<file path="config.mk">
export PLATFORM = sky130hd
export DESIGN_NAME = rob_top
export DESIGN_NICKNAME = d
export VERILOG_FILES = /design/src/rob_pkg.sv /design/src/rob_issue.sv /design/src/rob_retire.sv /design/src/rob_store.sv /design/src/rob_top.sv /design/src/tag_queue.sv
export SDC_FILE = /design/constraint.sdc
export NUM_CORES = 1
export LEC_CHECK = 0
export BUFFER_PORTS_ARGS = -buffer_cell sky130_fd_sc_hd__buf_2
export CAP_MARGIN = 30
export CORE_UTILIZATION = 38
export DETAILED_ROUTE_END_ITERATION = 10
export RECOVER_POWER = 100
export SLEW_MARGIN = 0
export SYNTH_ARGS = -nofsm -noshare
export SYNTH_HDL_FRONTEND = slang
export SYNTH_SLANG_ARGS = --single-unit
export TNS_END_PERCENT = 30
</file>
<file path="constraint.sdc">
create_clock -name clk_i -period 5.2 [get_ports clk_i]
set_input_delay 1.04 -clock clk_i [delete_from_list [all_inputs] [get_ports clk_i]]
set_output_delay 1.04 -clock clk_i [all_outputs]
set_load 0.02 [all_outputs]
</file>
<file path="src/rob_pkg.sv">
// Reorder buffer shared definitions
package rob_pkg;

    // Tags and buffer entries
    localparam int unsigned ROB_DEPTH = 8;
    localparam int unsigned TAG_W     = $clog2(ROB_DEPTH);

    // Memory port widths
    localparam int unsigned ADDR_W = 16;
    localparam int unsigned DATA_W = 32;

    // Free-tag FIFO takes a push while full if a pop happens the same cycle
    localparam bit SAME_CYCLE_RW = 1'b1;

    // Following tag in issue order, wraps after the last entry
    function automatic logic [TAG_W-1:0] tag_next(input logic [TAG_W-1:0] tag);
        if (tag == TAG_W'(ROB_DEPTH - 1)) begin
            return '0;
        end
        return tag + 1'b1;
    endfunction

    // Memory data word: address on top, inverted address below
    function automatic logic [DATA_W-1:0] mem_data(input logic [ADDR_W-1:0] addr);
        return {addr, ~addr};
    endfunction

endpackage

</file>
<file path="src/rob_issue.sv">
// Reorder buffer issue side
module rob_issue import rob_pkg::*; (
    input  logic              clk_i,
    input  logic              rst_n_i,
    input  logic              flush_i,
    input  logic              req_valid_i,
    input  logic [ADDR_W-1:0] req_addr_i,
    output logic              req_ready_o,
    output logic              mem_req_valid_o,
    output logic [TAG_W-1:0]  mem_req_tag_o,
    output logic [ADDR_W-1:0] mem_req_addr_o,
    input  logic              tag_ret_valid_i,
    input  logic [TAG_W-1:0]  tag_ret_i,
    output logic              busy_o
);

    logic             free_valid;
    logic [TAG_W-1:0] free_tag;
    logic             ret_ready;
    logic             issue;
    logic             ret;
    // Issued minus returned, 0 to ROB_DEPTH
    logic [TAG_W:0]   outstanding_q;
    // Tag the next issue must carry
    logic [TAG_W-1:0] expect_tag_q;

    tag_queue i_tag_queue (
        .clk_i   (clk_i),
        .rst_n_i (rst_n_i),
        .flush_i (flush_i),
        .tag_i   (tag_ret_i),
        .valid_i (tag_ret_valid_i),
        .ready_o (ret_ready),
        .tag_o   (free_tag),
        .valid_o (free_valid),
        .ready_i (issue)
    );

    // Requests wait only for a free tag
    assign req_ready_o = free_valid;
    assign issue       = req_valid_i && free_valid;
    assign ret         = tag_ret_valid_i && ret_ready;
    assign busy_o      = (outstanding_q != '0);

    always_ff @(posedge clk_i) begin
        if (!rst_n_i || flush_i) begin
            mem_req_valid_o <= 1'b0;
            outstanding_q   <= '0;
            expect_tag_q    <= '0;
        end else begin
            // One-cycle strobe per accepted request
            mem_req_valid_o <= issue;
            outstanding_q   <= outstanding_q + {{TAG_W{1'b0}}, issue}
                                             - {{TAG_W{1'b0}}, ret};
            if (issue) begin
                expect_tag_q <= tag_next(expect_tag_q);
            end
        end
    end

    // Memory request payload
    always_ff @(posedge clk_i) begin
        if (issue) begin
            mem_req_tag_o  <= free_tag;
            mem_req_addr_o <= req_addr_i;
        end
    end

    // Flush is only defined with nothing in flight
    assert property (@(posedge clk_i) disable iff (!rst_n_i) flush_i |-> !busy_o)
        else $error("rob_issue: flush while busy");

    // Tags go out in sequence, which lets retire use a plain counter
    assert property (@(posedge clk_i) disable iff (!rst_n_i) issue |-> free_tag == expect_tag_q)
        else $error("rob_issue: tag %0d out of sequence", free_tag);

endmodule

</file>
<file path="src/rob_retire.sv">
// Reorder buffer in-order retire
module rob_retire import rob_pkg::*; (
    input  logic              clk_i,
    input  logic              rst_n_i,
    input  logic              flush_i,
    input  logic              head_valid_i,
    input  logic [DATA_W-1:0] head_data_i,
    input  logic              out_ready_i,
    output logic              out_valid_o,
    output logic [DATA_W-1:0] out_data_o,
    output logic [TAG_W-1:0]  head_tag_o,
    output logic              retire_o,
    output logic              tag_ret_valid_o,
    output logic [TAG_W-1:0]  tag_ret_o
);

    // Oldest outstanding tag
    logic [TAG_W-1:0] head_q;
    logic             fire;

    // Head entry is presented as soon as its response lands
    assign out_valid_o = head_valid_i;
    assign out_data_o  = head_data_i;
    assign fire        = head_valid_i && out_ready_i;

    assign head_tag_o = head_q;

    // Transfer clears the entry and frees its tag
    assign retire_o        = fire;
    assign tag_ret_valid_o = fire;
    assign tag_ret_o       = head_q;

    always_ff @(posedge clk_i) begin
        if (!rst_n_i || flush_i) begin
            head_q <= '0;
        end else if (fire) begin
            head_q <= tag_next(head_q);
        end
    end

    // Stalled output holds until taken
    assert property (@(posedge clk_i) disable iff (!rst_n_i)
        out_valid_o && !out_ready_i && !flush_i |=> out_valid_o && $stable(out_data_o))
        else $error("rob_retire: output changed while stalled");

endmodule

</file>
<file path="src/rob_store.sv">
// Reorder buffer response storage
module rob_store import rob_pkg::*; (
    input  logic              clk_i,
    input  logic              rst_n_i,
    input  logic              flush_i,
    // Memory responses, any order
    input  logic              rsp_valid_i,
    input  logic [TAG_W-1:0]  rsp_tag_i,
    input  logic [DATA_W-1:0] rsp_data_i,
    // Head entry seen by retire
    input  logic [TAG_W-1:0]  head_tag_i,
    input  logic              retire_i,
    output logic              head_valid_o,
    output logic [DATA_W-1:0] head_data_o
);

    // One data word per tag
    logic [DATA_W-1:0]    data_q [ROB_DEPTH];
    // Entry holds a response not yet retired
    logic [ROB_DEPTH-1:0] valid_q;

    always_ff @(posedge clk_i) begin
        if (!rst_n_i) begin
            valid_q <= '0;
        end else if (flush_i) begin
            valid_q <= '0;
        end else begin
            // Clear first so a set on another entry is kept
            if (retire_i) begin
                valid_q[head_tag_i] <= 1'b0;
            end
            if (rsp_valid_i) begin
                valid_q[rsp_tag_i] <= 1'b1;
            end
        end
    end

    always_ff @(posedge clk_i) begin
        if (rsp_valid_i) begin
            data_q[rsp_tag_i] <= rsp_data_i;
        end
    end

    // Head lookup, same cycle as the head pointer
    assign head_valid_o = valid_q[head_tag_i];
    assign head_data_o  = data_q[head_tag_i];

    // One response per issued tag, so the slot must still be empty
    assert property (@(posedge clk_i) disable iff (!rst_n_i)
        rsp_valid_i |-> !valid_q[rsp_tag_i])
        else $error("rob_store: second response for tag %0d", rsp_tag_i);

endmodule

</file>
<file path="src/rob_top.sv">
// Reorder buffer top level
module rob_top import rob_pkg::*; (
    input  logic              clk_i,
    input  logic              rst_n_i,
    input  logic              flush_i,
    // Requests in
    input  logic              req_valid_i,
    input  logic [ADDR_W-1:0] req_addr_i,
    output logic              req_ready_o,
    // Memory requests out
    output logic              mem_req_valid_o,
    output logic [TAG_W-1:0]  mem_req_tag_o,
    output logic [ADDR_W-1:0] mem_req_addr_o,
    // Memory responses in
    input  logic              rsp_valid_i,
    input  logic [TAG_W-1:0]  rsp_tag_i,
    input  logic [DATA_W-1:0] rsp_data_i,
    // Responses out in issue order
    output logic              out_valid_o,
    output logic [DATA_W-1:0] out_data_o,
    input  logic              out_ready_i,
    output logic              busy_o
);

    logic              tag_ret_valid;
    logic [TAG_W-1:0]  tag_ret;
    logic [TAG_W-1:0]  head_tag;
    logic              head_valid;
    logic [DATA_W-1:0] head_data;
    logic              retire;

    rob_issue i_issue (
        .clk_i           (clk_i),
        .rst_n_i         (rst_n_i),
        .flush_i         (flush_i),
        .req_valid_i     (req_valid_i),
        .req_addr_i      (req_addr_i),
        .req_ready_o     (req_ready_o),
        .mem_req_valid_o (mem_req_valid_o),
        .mem_req_tag_o   (mem_req_tag_o),
        .mem_req_addr_o  (mem_req_addr_o),
        .tag_ret_valid_i (tag_ret_valid),
        .tag_ret_i       (tag_ret),
        .busy_o          (busy_o)
    );

    rob_store i_store (
        .clk_i        (clk_i),
        .rst_n_i      (rst_n_i),
        .flush_i      (flush_i),
        .rsp_valid_i  (rsp_valid_i),
        .rsp_tag_i    (rsp_tag_i),
        .rsp_data_i   (rsp_data_i),
        .head_tag_i   (head_tag),
        .retire_i     (retire),
        .head_valid_o (head_valid),
        .head_data_o  (head_data)
    );

    rob_retire i_retire (
        .clk_i           (clk_i),
        .rst_n_i         (rst_n_i),
        .flush_i         (flush_i),
        .head_valid_i    (head_valid),
        .head_data_i     (head_data),
        .out_ready_i     (out_ready_i),
        .out_valid_o     (out_valid_o),
        .out_data_o      (out_data_o),
        .head_tag_o      (head_tag),
        .retire_o        (retire),
        .tag_ret_valid_o (tag_ret_valid),
        .tag_ret_o       (tag_ret)
    );

endmodule

</file>
<file path="src/tag_queue.sv">
// Free-tag FIFO
module tag_queue import rob_pkg::*; (
    input  logic             clk_i,
    input  logic             rst_n_i,
    input  logic             flush_i,
    // Push side, tags coming back from retire
    input  logic [TAG_W-1:0] tag_i,
    input  logic             valid_i,
    output logic             ready_o,
    // Pop side, free tags for new requests
    output logic [TAG_W-1:0] tag_o,
    output logic             valid_o,
    input  logic             ready_i
);

    // Pointers carry one wrap bit above the index
    logic [TAG_W:0]   rd_ptr_d, rd_ptr_q;
    logic [TAG_W:0]   wr_ptr_d, wr_ptr_q;
    logic [TAG_W-1:0] tags_q [ROB_DEPTH];
    logic             reload_q;
    logic             reload;
    logic             empty;
    logic             full;
    logic             push;
    logic             pop;

    // Step a pointer, flipping the wrap bit past the last slot
    function automatic logic [TAG_W:0] ptr_next(input logic [TAG_W:0] ptr);
        logic wrap;
        wrap = (ptr[TAG_W-1:0] == TAG_W'(ROB_DEPTH - 1));
        return {ptr[TAG_W] ^ wrap, tag_next(ptr[TAG_W-1:0])};
    endfunction

    // Refill on flush and in the first cycle out of reset
    assign reload = flush_i || reload_q;

    assign empty = (rd_ptr_q == wr_ptr_q);
    assign full  = (rd_ptr_q[TAG_W] != wr_ptr_q[TAG_W])
                && (rd_ptr_q[TAG_W-1:0] == wr_ptr_q[TAG_W-1:0]);

    assign tag_o = tags_q[rd_ptr_q[TAG_W-1:0]];

    assign pop  = ready_i && valid_o;
    assign push = valid_i && ready_o;

    always_comb begin
        rd_ptr_d = rd_ptr_q;
        wr_ptr_d = wr_ptr_q;
        if (reload) begin
            // Nothing moves while the array refills
            valid_o  = 1'b0;
            ready_o  = 1'b0;
            // Wrap bits differ, so every tag is free
            rd_ptr_d = {1'b1, {TAG_W{1'b0}}};
            wr_ptr_d = '0;
        end else begin
            valid_o = !empty;
            // A pop in this cycle frees the slot for the push
            ready_o = !full || (SAME_CYCLE_RW && ready_i && !empty);
            if (pop) begin
                rd_ptr_d = ptr_next(rd_ptr_q);
            end
            if (push) begin
                wr_ptr_d = ptr_next(wr_ptr_q);
            end
        end
    end

    always_ff @(posedge clk_i) begin
        if (!rst_n_i) begin
            // Empty until the reload cycle fills it
            rd_ptr_q <= '0;
            wr_ptr_q <= '0;
            reload_q <= 1'b1;
        end else begin
            rd_ptr_q <= rd_ptr_d;
            wr_ptr_q <= wr_ptr_d;
            reload_q <= 1'b0;
        end
    end

    // Tag array, loaded in order on reload
    always_ff @(posedge clk_i) begin
        if (reload) begin
            for (int i = 0; i < ROB_DEPTH; i++) begin
                tags_q[i] <= TAG_W'(i);
            end
        end else if (push) begin
            tags_q[wr_ptr_q[TAG_W-1:0]] <= tag_i;
        end
    end

    // Retire never hands back more tags than are out
    assert property (@(posedge clk_i) disable iff (!rst_n_i) !(valid_i && !ready_o))
        else $error("tag_queue: push while full");

    // Issue only takes a tag that exists
    assert property (@(posedge clk_i) disable iff (!rst_n_i) !(ready_i && !valid_o))
        else $error("tag_queue: pop while empty");

endmodule

</file>
==> impl_results.md, run 1 <==
* Status: finished with violations
* Failing checks: capacitance limit, slew limit
* Internal at between 4000 and 5000 µW
* CP required at 4160 ps
* Peak supply drop at 0.000399 V
* Layout cells sized above 1 at 24.3%
* Starting Density at approximately two fifths
* FMAX at about 0.24 GHz
* Most frequent cells in the layout: 299 x edfxtp_1, 99 x clkbuf_1, 70 x mux4_2
* DRC errors left at 0
* Most used DFF post-synth: edfxtp_1
* FF+latch count, synth at 327
* Critical path type: flop to output pin
* Post-synth net total at between 700 and 800
* Clock Pin Slew Worst Setup and Hold Paths at 60 ps
* Core outline area at between 30000 and 40000 µm²
* Leakage at 0.00461 µW
* Largest net degree at the start of global routing at 40
* CP delay by family, top: flip-flops
* Nets at 835
* Area Overhead vs Synth at 16.8%
* Final Max Tran Viols at 151
* Cells after Synth at 636
* Placed insts at 1171
* Post-Syn Area at 12800 µm²
* Async SR Flop Fraction at 0%
* Drt first pass iters at 4
* Top Ports at 112
* Count of different cell masters after synthesis at between 40 and 50
* Placed cell areas at 14000 µm²
* CP Buf/Inv Count at 2
* Die area at between 30000 and 40000 µm²
* PwrDens at around 380 nW/µm²
* Fin Setup TNS at 0 ps
* Sequential fraction of the synthesis area at 74.6%
* Net Switching at 1110 µW
* Worst Clk Skew at between 15 and 20 ps
* Logic pwr share at 2.7%
* Final Critical Period at 4230 ps
* Num rows at between 60 and 70
* HP Class: flop to flop
* Vias per inst at 5.13
* Post-CTS sizing at 0
* DPL Wire Length at between 10 and 15 mm
* Number of synthesized flops with an enable pin at 299
* Number of clock sinks at 327
* WP data arrival at approximately 3200 ps
* Clock root cell: clkbuf_16
* Maxcap violations at 6
* Drt wl/cell at 20.1 µm
* # Post-CTS Setup Buffers at 0
* Synth warn at 0
* Startpoint types: flop
* WL final at 24.8 mm
* First DRT Iteration DRCs at 398
* Total CTS buffers at 35
* Clock Tree Buf Depth at 3
* Mean Syn Cell Area at 20.1 µm²
* Die Wd at 185 µm
* Htree depth at 2
* Period utilization at 81.4%
* Least-Margin Pin Slew at 2720 ps
* CP max FO at 39
* Relative slew slack at -82.3%
* Post-CTS Hold Buffers at 0
* Final Non-Filler Cells at 1236
* Detail Route Antenna Nets at 0
* Sequential share of power at around 52%
* GRT Util Overall at approximately 15%
* Worst setup EP type: output pin
* CTS tree: yes
* PortBufs at 111
* Via Count at 6345
* Vias in the first global route at about 6600
* Clock Power Share at 45.3%
* Antenna violations before repair at 3
* Final hold viol count at 0
* Final GP Congestion at 0.733
* Final setup violation count at 0
* Most common cell after layout, fill and taps aside: edfxtp_1
* Worst-path cell chain: buf_12 -> mux4_2 -> mux2_2 -> clkbuf_1
* RSZ-0062 raised after global routing: false
* Final Cell Area at 14900 µm²
* First-pass GRT wire length at 38.2 mm
* Slowest-stage cell, CP: dfxtp_2
* Switch share at just under 20%
* Total power at 5700 µW
* Die Height at 185 µm
* Clk_lat worst skew at 510 ps
* Overflow after GRT at 0
* Slowest stage delay, CP at between 1000 and 1500 ps
## final timing paths
kind	end	startpoint	slack (ps)	cells after the start
max	out_data_o[24]	flop	970	4
min	i_store.valid_q[6]	i_store.valid_q[6]	550	2
max reg2reg	i_issue.outstanding_q[3]	i_retire.head_tag_o[0]	1540	12
min reg2reg	i_store.valid_q[6]	i_store.valid_q[6]	550	2
## Yosys cell counts (8+ instances only)
cell      count  area (µm²)
nor3_1       11        55.1
edfxtp_1    299        8980
ha_1         11         138
nand2_1      10        37.5
o21ai_0      11        55.1
clkbuf_1     17        63.8
dfxtp_1      28         561
mux2_2       35         394
a21oi_1      12        60.1
mux2i_1       8        80.1
nand2b_1     10        62.6
inv_1        12        45.0
buf_2        12        60.1
nor2_1       20        75.1
mux4_2       70        1580
## kinds of logic after synthesis
group / after synthesis / synth area share [%]
fa+ha+maj: 12 / 1.23
mux: 113 / 16.0
buf+inv: 47 / 1.64
xor+xnor: 6 / 0.411
compound gates: 43 / 2.31
simple gates: 88 / 3.79
flops: 327 / 74.6
## layer usage
layer / vias to the layer above / GRT usage, % / share of wire [%] / wire [µm]
li1: 2866 / - / - / -
met1: 3267 / 19.7 / 44 / 10900
met2: 168 / 24.6 / 49 / 12100
met3: 40 / 3.44 / 5.7 / 1410
met4: 4 / 4.83 / 1.9 / 467
met5: - / 0 / 0.093 / 23
## power groups by stage
stage	Combinational [µW]	Clock (µW)	Sequential, µW
after detailed placement	170	0	3020
after CTS	170	2650	2960
after global routing	168	2750	2970
after global placement	165	0	3020
after floorplan	77.6	0	3020
final	152	2580	2970
## sequential cells by signal (all words and copies together) (netlist names), named ones only
register / flops
i_store.data_q: 256
i_issue.outstanding_q: 4
i_issue.mem_req_valid_o: 1
i_issue.mem_req_tag_o: 3
i_issue.i_tag_queue.reload_q: 1
i_retire.head_tag_o: 3
i_store.valid_q: 8
i_issue.i_tag_queue.tags_q: 24
i_issue.mem_req_addr_o: 16
i_issue.i_tag_queue.wr_ptr_q: 4
i_issue.i_tag_queue.rd_ptr_q: 4
## final cells by class
cell class                 count  area, µm²
fill                        2895      17900
sequential                   327       9540
multi-input combinational    262       3030
clock buffer                  37        883
timing repair buffer         127        557
tap                          442        553
clock inverter                27        319
inverter                      13       48.8
antenna                        1       2.50
## worst register-to-register path, cell delays in order (launching register included)
cell and delay, ps:
dfxtp_1 780, mux2i_1 230, o22ai_4 210, o21a_1 510, nand2_1 480, inv_1 230, ha_1 230, inv_1 60
ha_1 290, a21o_1 170, a21oi_1 170, xnor2_1 130, nor2_1 50
## per-stage QoR
stage	setup WS, ps	util, %	hold slack, ps
6_report	965	45.5	547
5_1_grt	637	45.5	563
4_1_cts	1310	46.2	552
3_5_place_dp	1480	42.5	533
3_3_place_gp	1600	42.3	521
2_1_floorplan	1220	-	504
Note: power is estimated with default switching activity, not from simulation.
==> inputs of run 2 (changes only) <==
- clock period: 5.2 -> 3.99 ns (I/O delays scaled with it)
==> run 2 against run 1 <==
The run still ends with capacitance limit, slew limit left. Sequential share of layout area is essentially flat. Clock power grew 24%. Register-to-register slack got worse by 970 ps. Hold slack worse by 85 ps. Via count fell by 0.20%. Sequential power increased by 30%. Combinational power grew 33%. Setup slack worse by 470 ps. Clock-buffer cell count up 10. Routed wire length fell by 2.5%. Die area is the same.
==> impl_results.md, run 2 (synthesized netlist as in run 1, its figures left out) <==
* Largest regs: i_store.data_q (256), i_issue.i_tag_queue.tags_q (24), i_issue.mem_req_addr_o (16)
* Net Switching at 1430 µW
* Number of clock sinks at 327
* PortBufs at around 110
* Setup WS pre-CTS at 830 ps
* Flop2flop setup slack at 570 ps
* Core outline area at 32900 µm²
* Worst Hold Depth at 1
* Final worst slack at ~500 ps
* Startpoint types: flop
* Hold Crit Start: req_addr_i[7]
* Final Critical Period at 3500 ps
* Detail Route Antenna Nets at 0
* Logic pwr share at 2.8%
* CTS tree: yes
* Vias in the first global route at 6489
* First-pass GRT wire length at about 37 mm
* Most flops, register: i_store.data_q
* Final Util at 45.5%
* Die Wd at approximately 190 µm
* Most common cell after layout, fill and taps aside: edfxtp_1
* FF+latch area at between 9000 and 10000 µm²
* Area Overhead vs Synth at 16.8%
* FF-to-FF End: i_issue.outstanding_q[3]
* Final GP Congestion at 0.780
* Total CTS buffers at 36
* Via Count at 6332
* WP data arrival at about 2700 ps
* PwrDens at 487 nW/µm²
* Leakage at 0.00461 µW
* Num rows at 66
* DPL Wire Length at between 10 and 15 mm
* Worst setup EP type: output pin
* Overflow after GRT at 0
* R2R depth at 12
* CP required at 3190 ps
* Clock Tree Buf Depth at 3
* Peak supply drop at 0.000281 V
* First DRT Iteration DRCs at 371
* Final Cell Area at 14900 µm²
* Max FFs per register at about 260
* Post-CTS Hold Buffers at 0
* Clock Power Share at between 40% and 50%
* Final Non-Filler Cells at between 1000 and 1500
* Final setup violation count at 0
* Total of fill cells in the finished design at about 2900
* Drt wl/cell at roughly 20 µm
* WL final at about 24 mm
* Clock root cell: clkbuf_16
* Htree depth at 2
* Placed cell areas at 14000 µm²
* DRC errors left at 0
* Die Height at 185 µm
* Critical path type: flop to output pin
* Nets at about 840
* Clk_lat worst skew at 510 ps
* Least-Margin Pin Slew at roughly 2600 ps
* Post-CTS sizing at 0
* Antenna violations before repair at 2
* HP Class: primary input to flop
* Vias per inst at 5.11
* Drt first pass iters at 6
* Most frequent cells in the layout: 299 x edfxtp_1, 101 x clkbuf_1, 70 x mux4_2
* Die area at 34400 µm²
* Starting Density at around 39%
* Switch share at between 15 and 20%
* Fin Setup TNS at 0 ps
* Layout cells sized above 1 at 25.2%
* Maxcap violations at 7
* RSZ-0062 raised after global routing: false
* Internal at 5840 µW
* Placed insts at 1172
* Final Max Tran Viols at ~210
* Relative slew slack at -71.4%
* Multi-input logic area at 3050 µm²
* FMAX at 0.286 GHz
* CP max FO at 15
* Failing checks: capacitance limit, slew limit
* Worst Hold End: i_issue.mem_req_addr_o[7]
* Clock Pin Slew Worst Setup and Hold Paths at 60 ps
* Largest net degree at the start of global routing at 38
* Top Ports at 112
* Sequential share of power at 53.1%
* GRT Util Overall at 14.4%
* Status: finished with violations
* Reg2Reg Launch Point: i_retire.head_tag_o[0]
* Period utilization at 87.7%
* # Post-CTS Setup Buffers at 0
* Final hold viol count at 0
* Worst Clk Skew at roughly 12 ps
run 2: layout make-up:
cell class	count	share of cell area [%]
Sequential cell	327	63.9
Multi-Input combinational cell	262	20.4
Clock buffer	47	6.52
Timing Repair Buffer	128	3.92
Tap cell	442	3.70
Clock inverter	18	1.20
Inverter	13	0.327
Antenna cell	1	0.0168
run 2: metrics by stage:
stage / hold slack, ps / power (µW)
2_1_floorplan: 504 / 4030
3_5_place_dp: 538 / 4150
3_3_place_gp: 540 / 4150
6_report: 462 / 7270
5_1_grt: 444 / 7520
4_1_cts: 443 / 7380
run 2: worst max-delay path: stages, from the launching register on:
cell,delay [ps]
dfxtp_1,860
clkbuf_2,490
mux4_2,370
mux2_2,300
clkbuf_1,180
run 2: how the worst max path moves through the flow:
stage                                    start                        to  slack (ps)  cells past startpoint
2_1_floorplan                     rsp_tag_i[2]        i_store.valid_q[0]         250                      4
6_report                                  flop             out_data_o[3]         490                      4
3_5_place_dp            i_retire.head_tag_o[0]  i_issue.outstanding_q[2]         830                     12
5_1_grt                 i_retire.head_tag_o[0]  i_issue.outstanding_q[3]         300                     12
4_1_cts                                   flop            out_data_o[22]         650                      4
3_3_place_gp   i_issue.i_tag_queue.rd_ptr_q[0]  i_issue.outstanding_q[2]         930                     12
run 2: per-layer routing:
layer  vias up  share of wire, %  global-route usage (%)
met3        46               7.1                    3.50
met5         -              0.11                       0
li1       2868                 -                       -
met1      3235                42                    18.7
met4         4               2.1                    4.20
met2       179                49                    24.1
run 2: power groups by stage:
stage | clock network [µW] | registers [µW] | logic, µW
global route | 3420 | 3870 | 222
global placement | 0 | 3930 | 216
finish | 3210 | 3860 | 202
floorplan | 0 | 3930 | 101
detailed placement | 0 | 3930 | 220
CTS | 3290 | 3860 | 220
==> inputs of run 3 (changes only) <==
- PLACE_DENSITY_LB_ADDON: default -> 0.2
==> run 3 against run 2 <==
The run still ends with capacitance limit, slew limit left. Clock skew is 4.0 ps higher. Clock-buffer cell count is 4 lower. Via count hardly changed. Critical path type is now flop to flop. Critical endpoint is now i_issue.outstanding_q[3].
==> impl_results.md, run 3 (synthesized netlist as in run 1, its figures left out) <==
* Status: finished with violations
* Failing checks: capacitance limit, slew limit
* Period utilization at 86.6%
* First DRT Iteration DRCs at 419
* Die Height at approximately 190 µm
* Clock Tree Buf Depth at 3
* Most flops, register: i_store.data_q
* Maxcap violations at 8
* Top Ports at approximately 110
* CP Buf/Inv Count at 2
* Final Critical Period at about 3500 ps
* Final setup violation count at 0
* Nets at 836
* Starting Density at roughly two fifths
* R2R depth at 12
* Critical path type: flop to flop
* Num rows at 66
* CP Depth at 12
* Worst Hold Depth at 1
* CP delay by family, top: compound AO/OA/AOI/OAI gates
* Reg2Reg Launch Point: i_retire.head_tag_o[0]
* Via Count at approximately 6300
* Final Cell Area at 15000 µm²
* Area Overhead vs Synth at 17.2%
* Total CTS buffers at 37
* Number of clock sinks at approximately 330
* Die area at 34400 µm²
* Worst-path cell chain: mux2i_1 -> o22ai_4 -> o21a_1 -> nand2_2 -> inv_1 -> ha_1 -> inv_1 -> ha_1 -> a21o_1 -> a21oi_1 -> xnor2_1 -> nor2_1
* Detail Route Antenna Nets at 0
* CP max FO at 20
* Layout cells sized above 1 at about 25%
* DRC errors left at 0
* Clock root cell: clkbuf_16
* Htree depth at 2
* GRT Util Overall at 15.4%
* Worst Hold End: i_issue.mem_req_addr_o[7]
* Largest regs: i_store.data_q (256), i_issue.i_tag_queue.tags_q (24), i_issue.mem_req_addr_o (16)
* Max FFs per register at 256
* Flop2flop setup slack at 530 ps
* Most frequent cells in the layout: 299 x edfxtp_1, 98 x clkbuf_1, 70 x mux4_2
* Post-CTS Hold Buffers at 0
* HP Class: primary input to flop
* Leakage at 0.00462 µW
* Setup WS pre-CTS at 822 ps
* Least-Margin Pin Slew at between 2000 and 3000 ps
* Drt wl/cell at 20.8 µm
* Die Wd at 185 µm
* Slowest stage delay, CP at 730 ps
* Total of fill cells in the finished design at 2910
* Post-CTS sizing at 0
* CTS tree: yes
* WP data arrival at approximately 3800 ps
* PortBufs at 111
* Slowest-stage cell, CP: dfxtp_1
* Antenna violations before repair at 2
* Clk_lat worst skew at between 500 and 600 ps
* Drt first pass iters at 4
* Peak supply drop at 0.000300 V
* Overflow after GRT at 0
* Hold Crit Start: req_addr_i[7]
* Core outline area at 32900 µm²
* Largest net degree at the start of global routing at 65
* Final GP Congestion at 0.790
* FMAX at approximately 0.29 GHz
* Worst setup EP type: flop
* Fin Setup TNS at 0 ps
* Startpoint types: flop
* FF-to-FF End: i_issue.outstanding_q[3]
* DPL Wire Length at 14.9 mm
* Placed cell areas at 13900 µm²
* Relative slew slack at -79.8%
* Final hold viol count at 0
* Clock Pin Slew Worst Setup and Hold Paths at 60 ps
* Worst Clk Skew at 16.0 ps
* Final worst slack at roughly 530 ps
* Most common cell after layout, fill and taps aside: edfxtp_1
* Vias per inst at 5.12
* Final Max Tran Viols at 260
* PwrDens at 497 nW/µm²
* WL final at 25.7 mm
* First-pass GRT wire length at 38.9 mm
* Vias in the first global route at 6629
* # Post-CTS Setup Buffers at 0
* RSZ-0062 raised after global routing: false
* CP required at 4370 ps
[run 3: changes by cell type in the layout (fill, tap and decap cells not counted), sizes merged]
cell and delta:
clkbuf -6, bufinv +3, clkinvlp +3, diode +1, clkinv +2, inv -3
[run 3: power by group]
group          total, µW  switching (µW)  internal, µW  leakage (µW)
Clock               3370            1280          2090      0.000582
Sequential          3870            23.0          3840       0.00296
Combinational        204             135          68.7       0.00108
[run 3: layout make-up]
| type | instances | area [µm²] | area share, % |
|---|---|---|---|
| sequential | 327 | 9550 | 63.7 |
| inverter | 13 | 48.8 | 0.325 |
| tap | 442 | 553 | 3.69 |
| multi-input combinational | 262 | 3070 | 20.5 |
| timing repair buffer | 126 | 553 | 3.69 |
| antenna | 2 | 5.00 | 0.0334 |
| clock buffer | 43 | 948 | 6.33 |
| clock inverter | 23 | 273 | 1.82 |
[run 3: worst max path at each step]
stage / to / slack [ps] / start
2_1_floorplan: i_store.valid_q[0] / 250 / rsp_tag_i[2]
3_3_place_gp: i_issue.outstanding_q[2] / 950 / i_issue.i_tag_queue.wr_ptr_q[2]
3_5_place_dp: i_issue.outstanding_q[2] / 820 / i_retire.head_tag_o[0]
4_1_cts: out_data_o[3] / 510 / flop
5_1_grt: i_issue.outstanding_q[3] / 220 / i_retire.head_tag_o[0]
6_report: i_issue.outstanding_q[3] / 530 / i_retire.head_tag_o[0]
[run 3: layer usage]
layer | global-route usage (%) | up-vias | routed length [µm]
met5 | 0 | - | 9
li1 | - | 2859 | -
met4 | 4.20 | 2 | 507
met1 | 21.1 | 3237 | 11300
met2 | 24.7 | 202 | 12200
met3 | 3.21 | 37 | 1720
[run 3: metrics by stage]
stage,hold WS (ps),power [µW],utilization (%),std cells
floorplan,504,4030,-,636
global placement,527,4140,42.3,1169
detailed placement,537,4160,42.3,1169
CTS,441,7550,46.1,1235
global route,440,7700,45.6,1236
finish,466,7450,45.6,1238
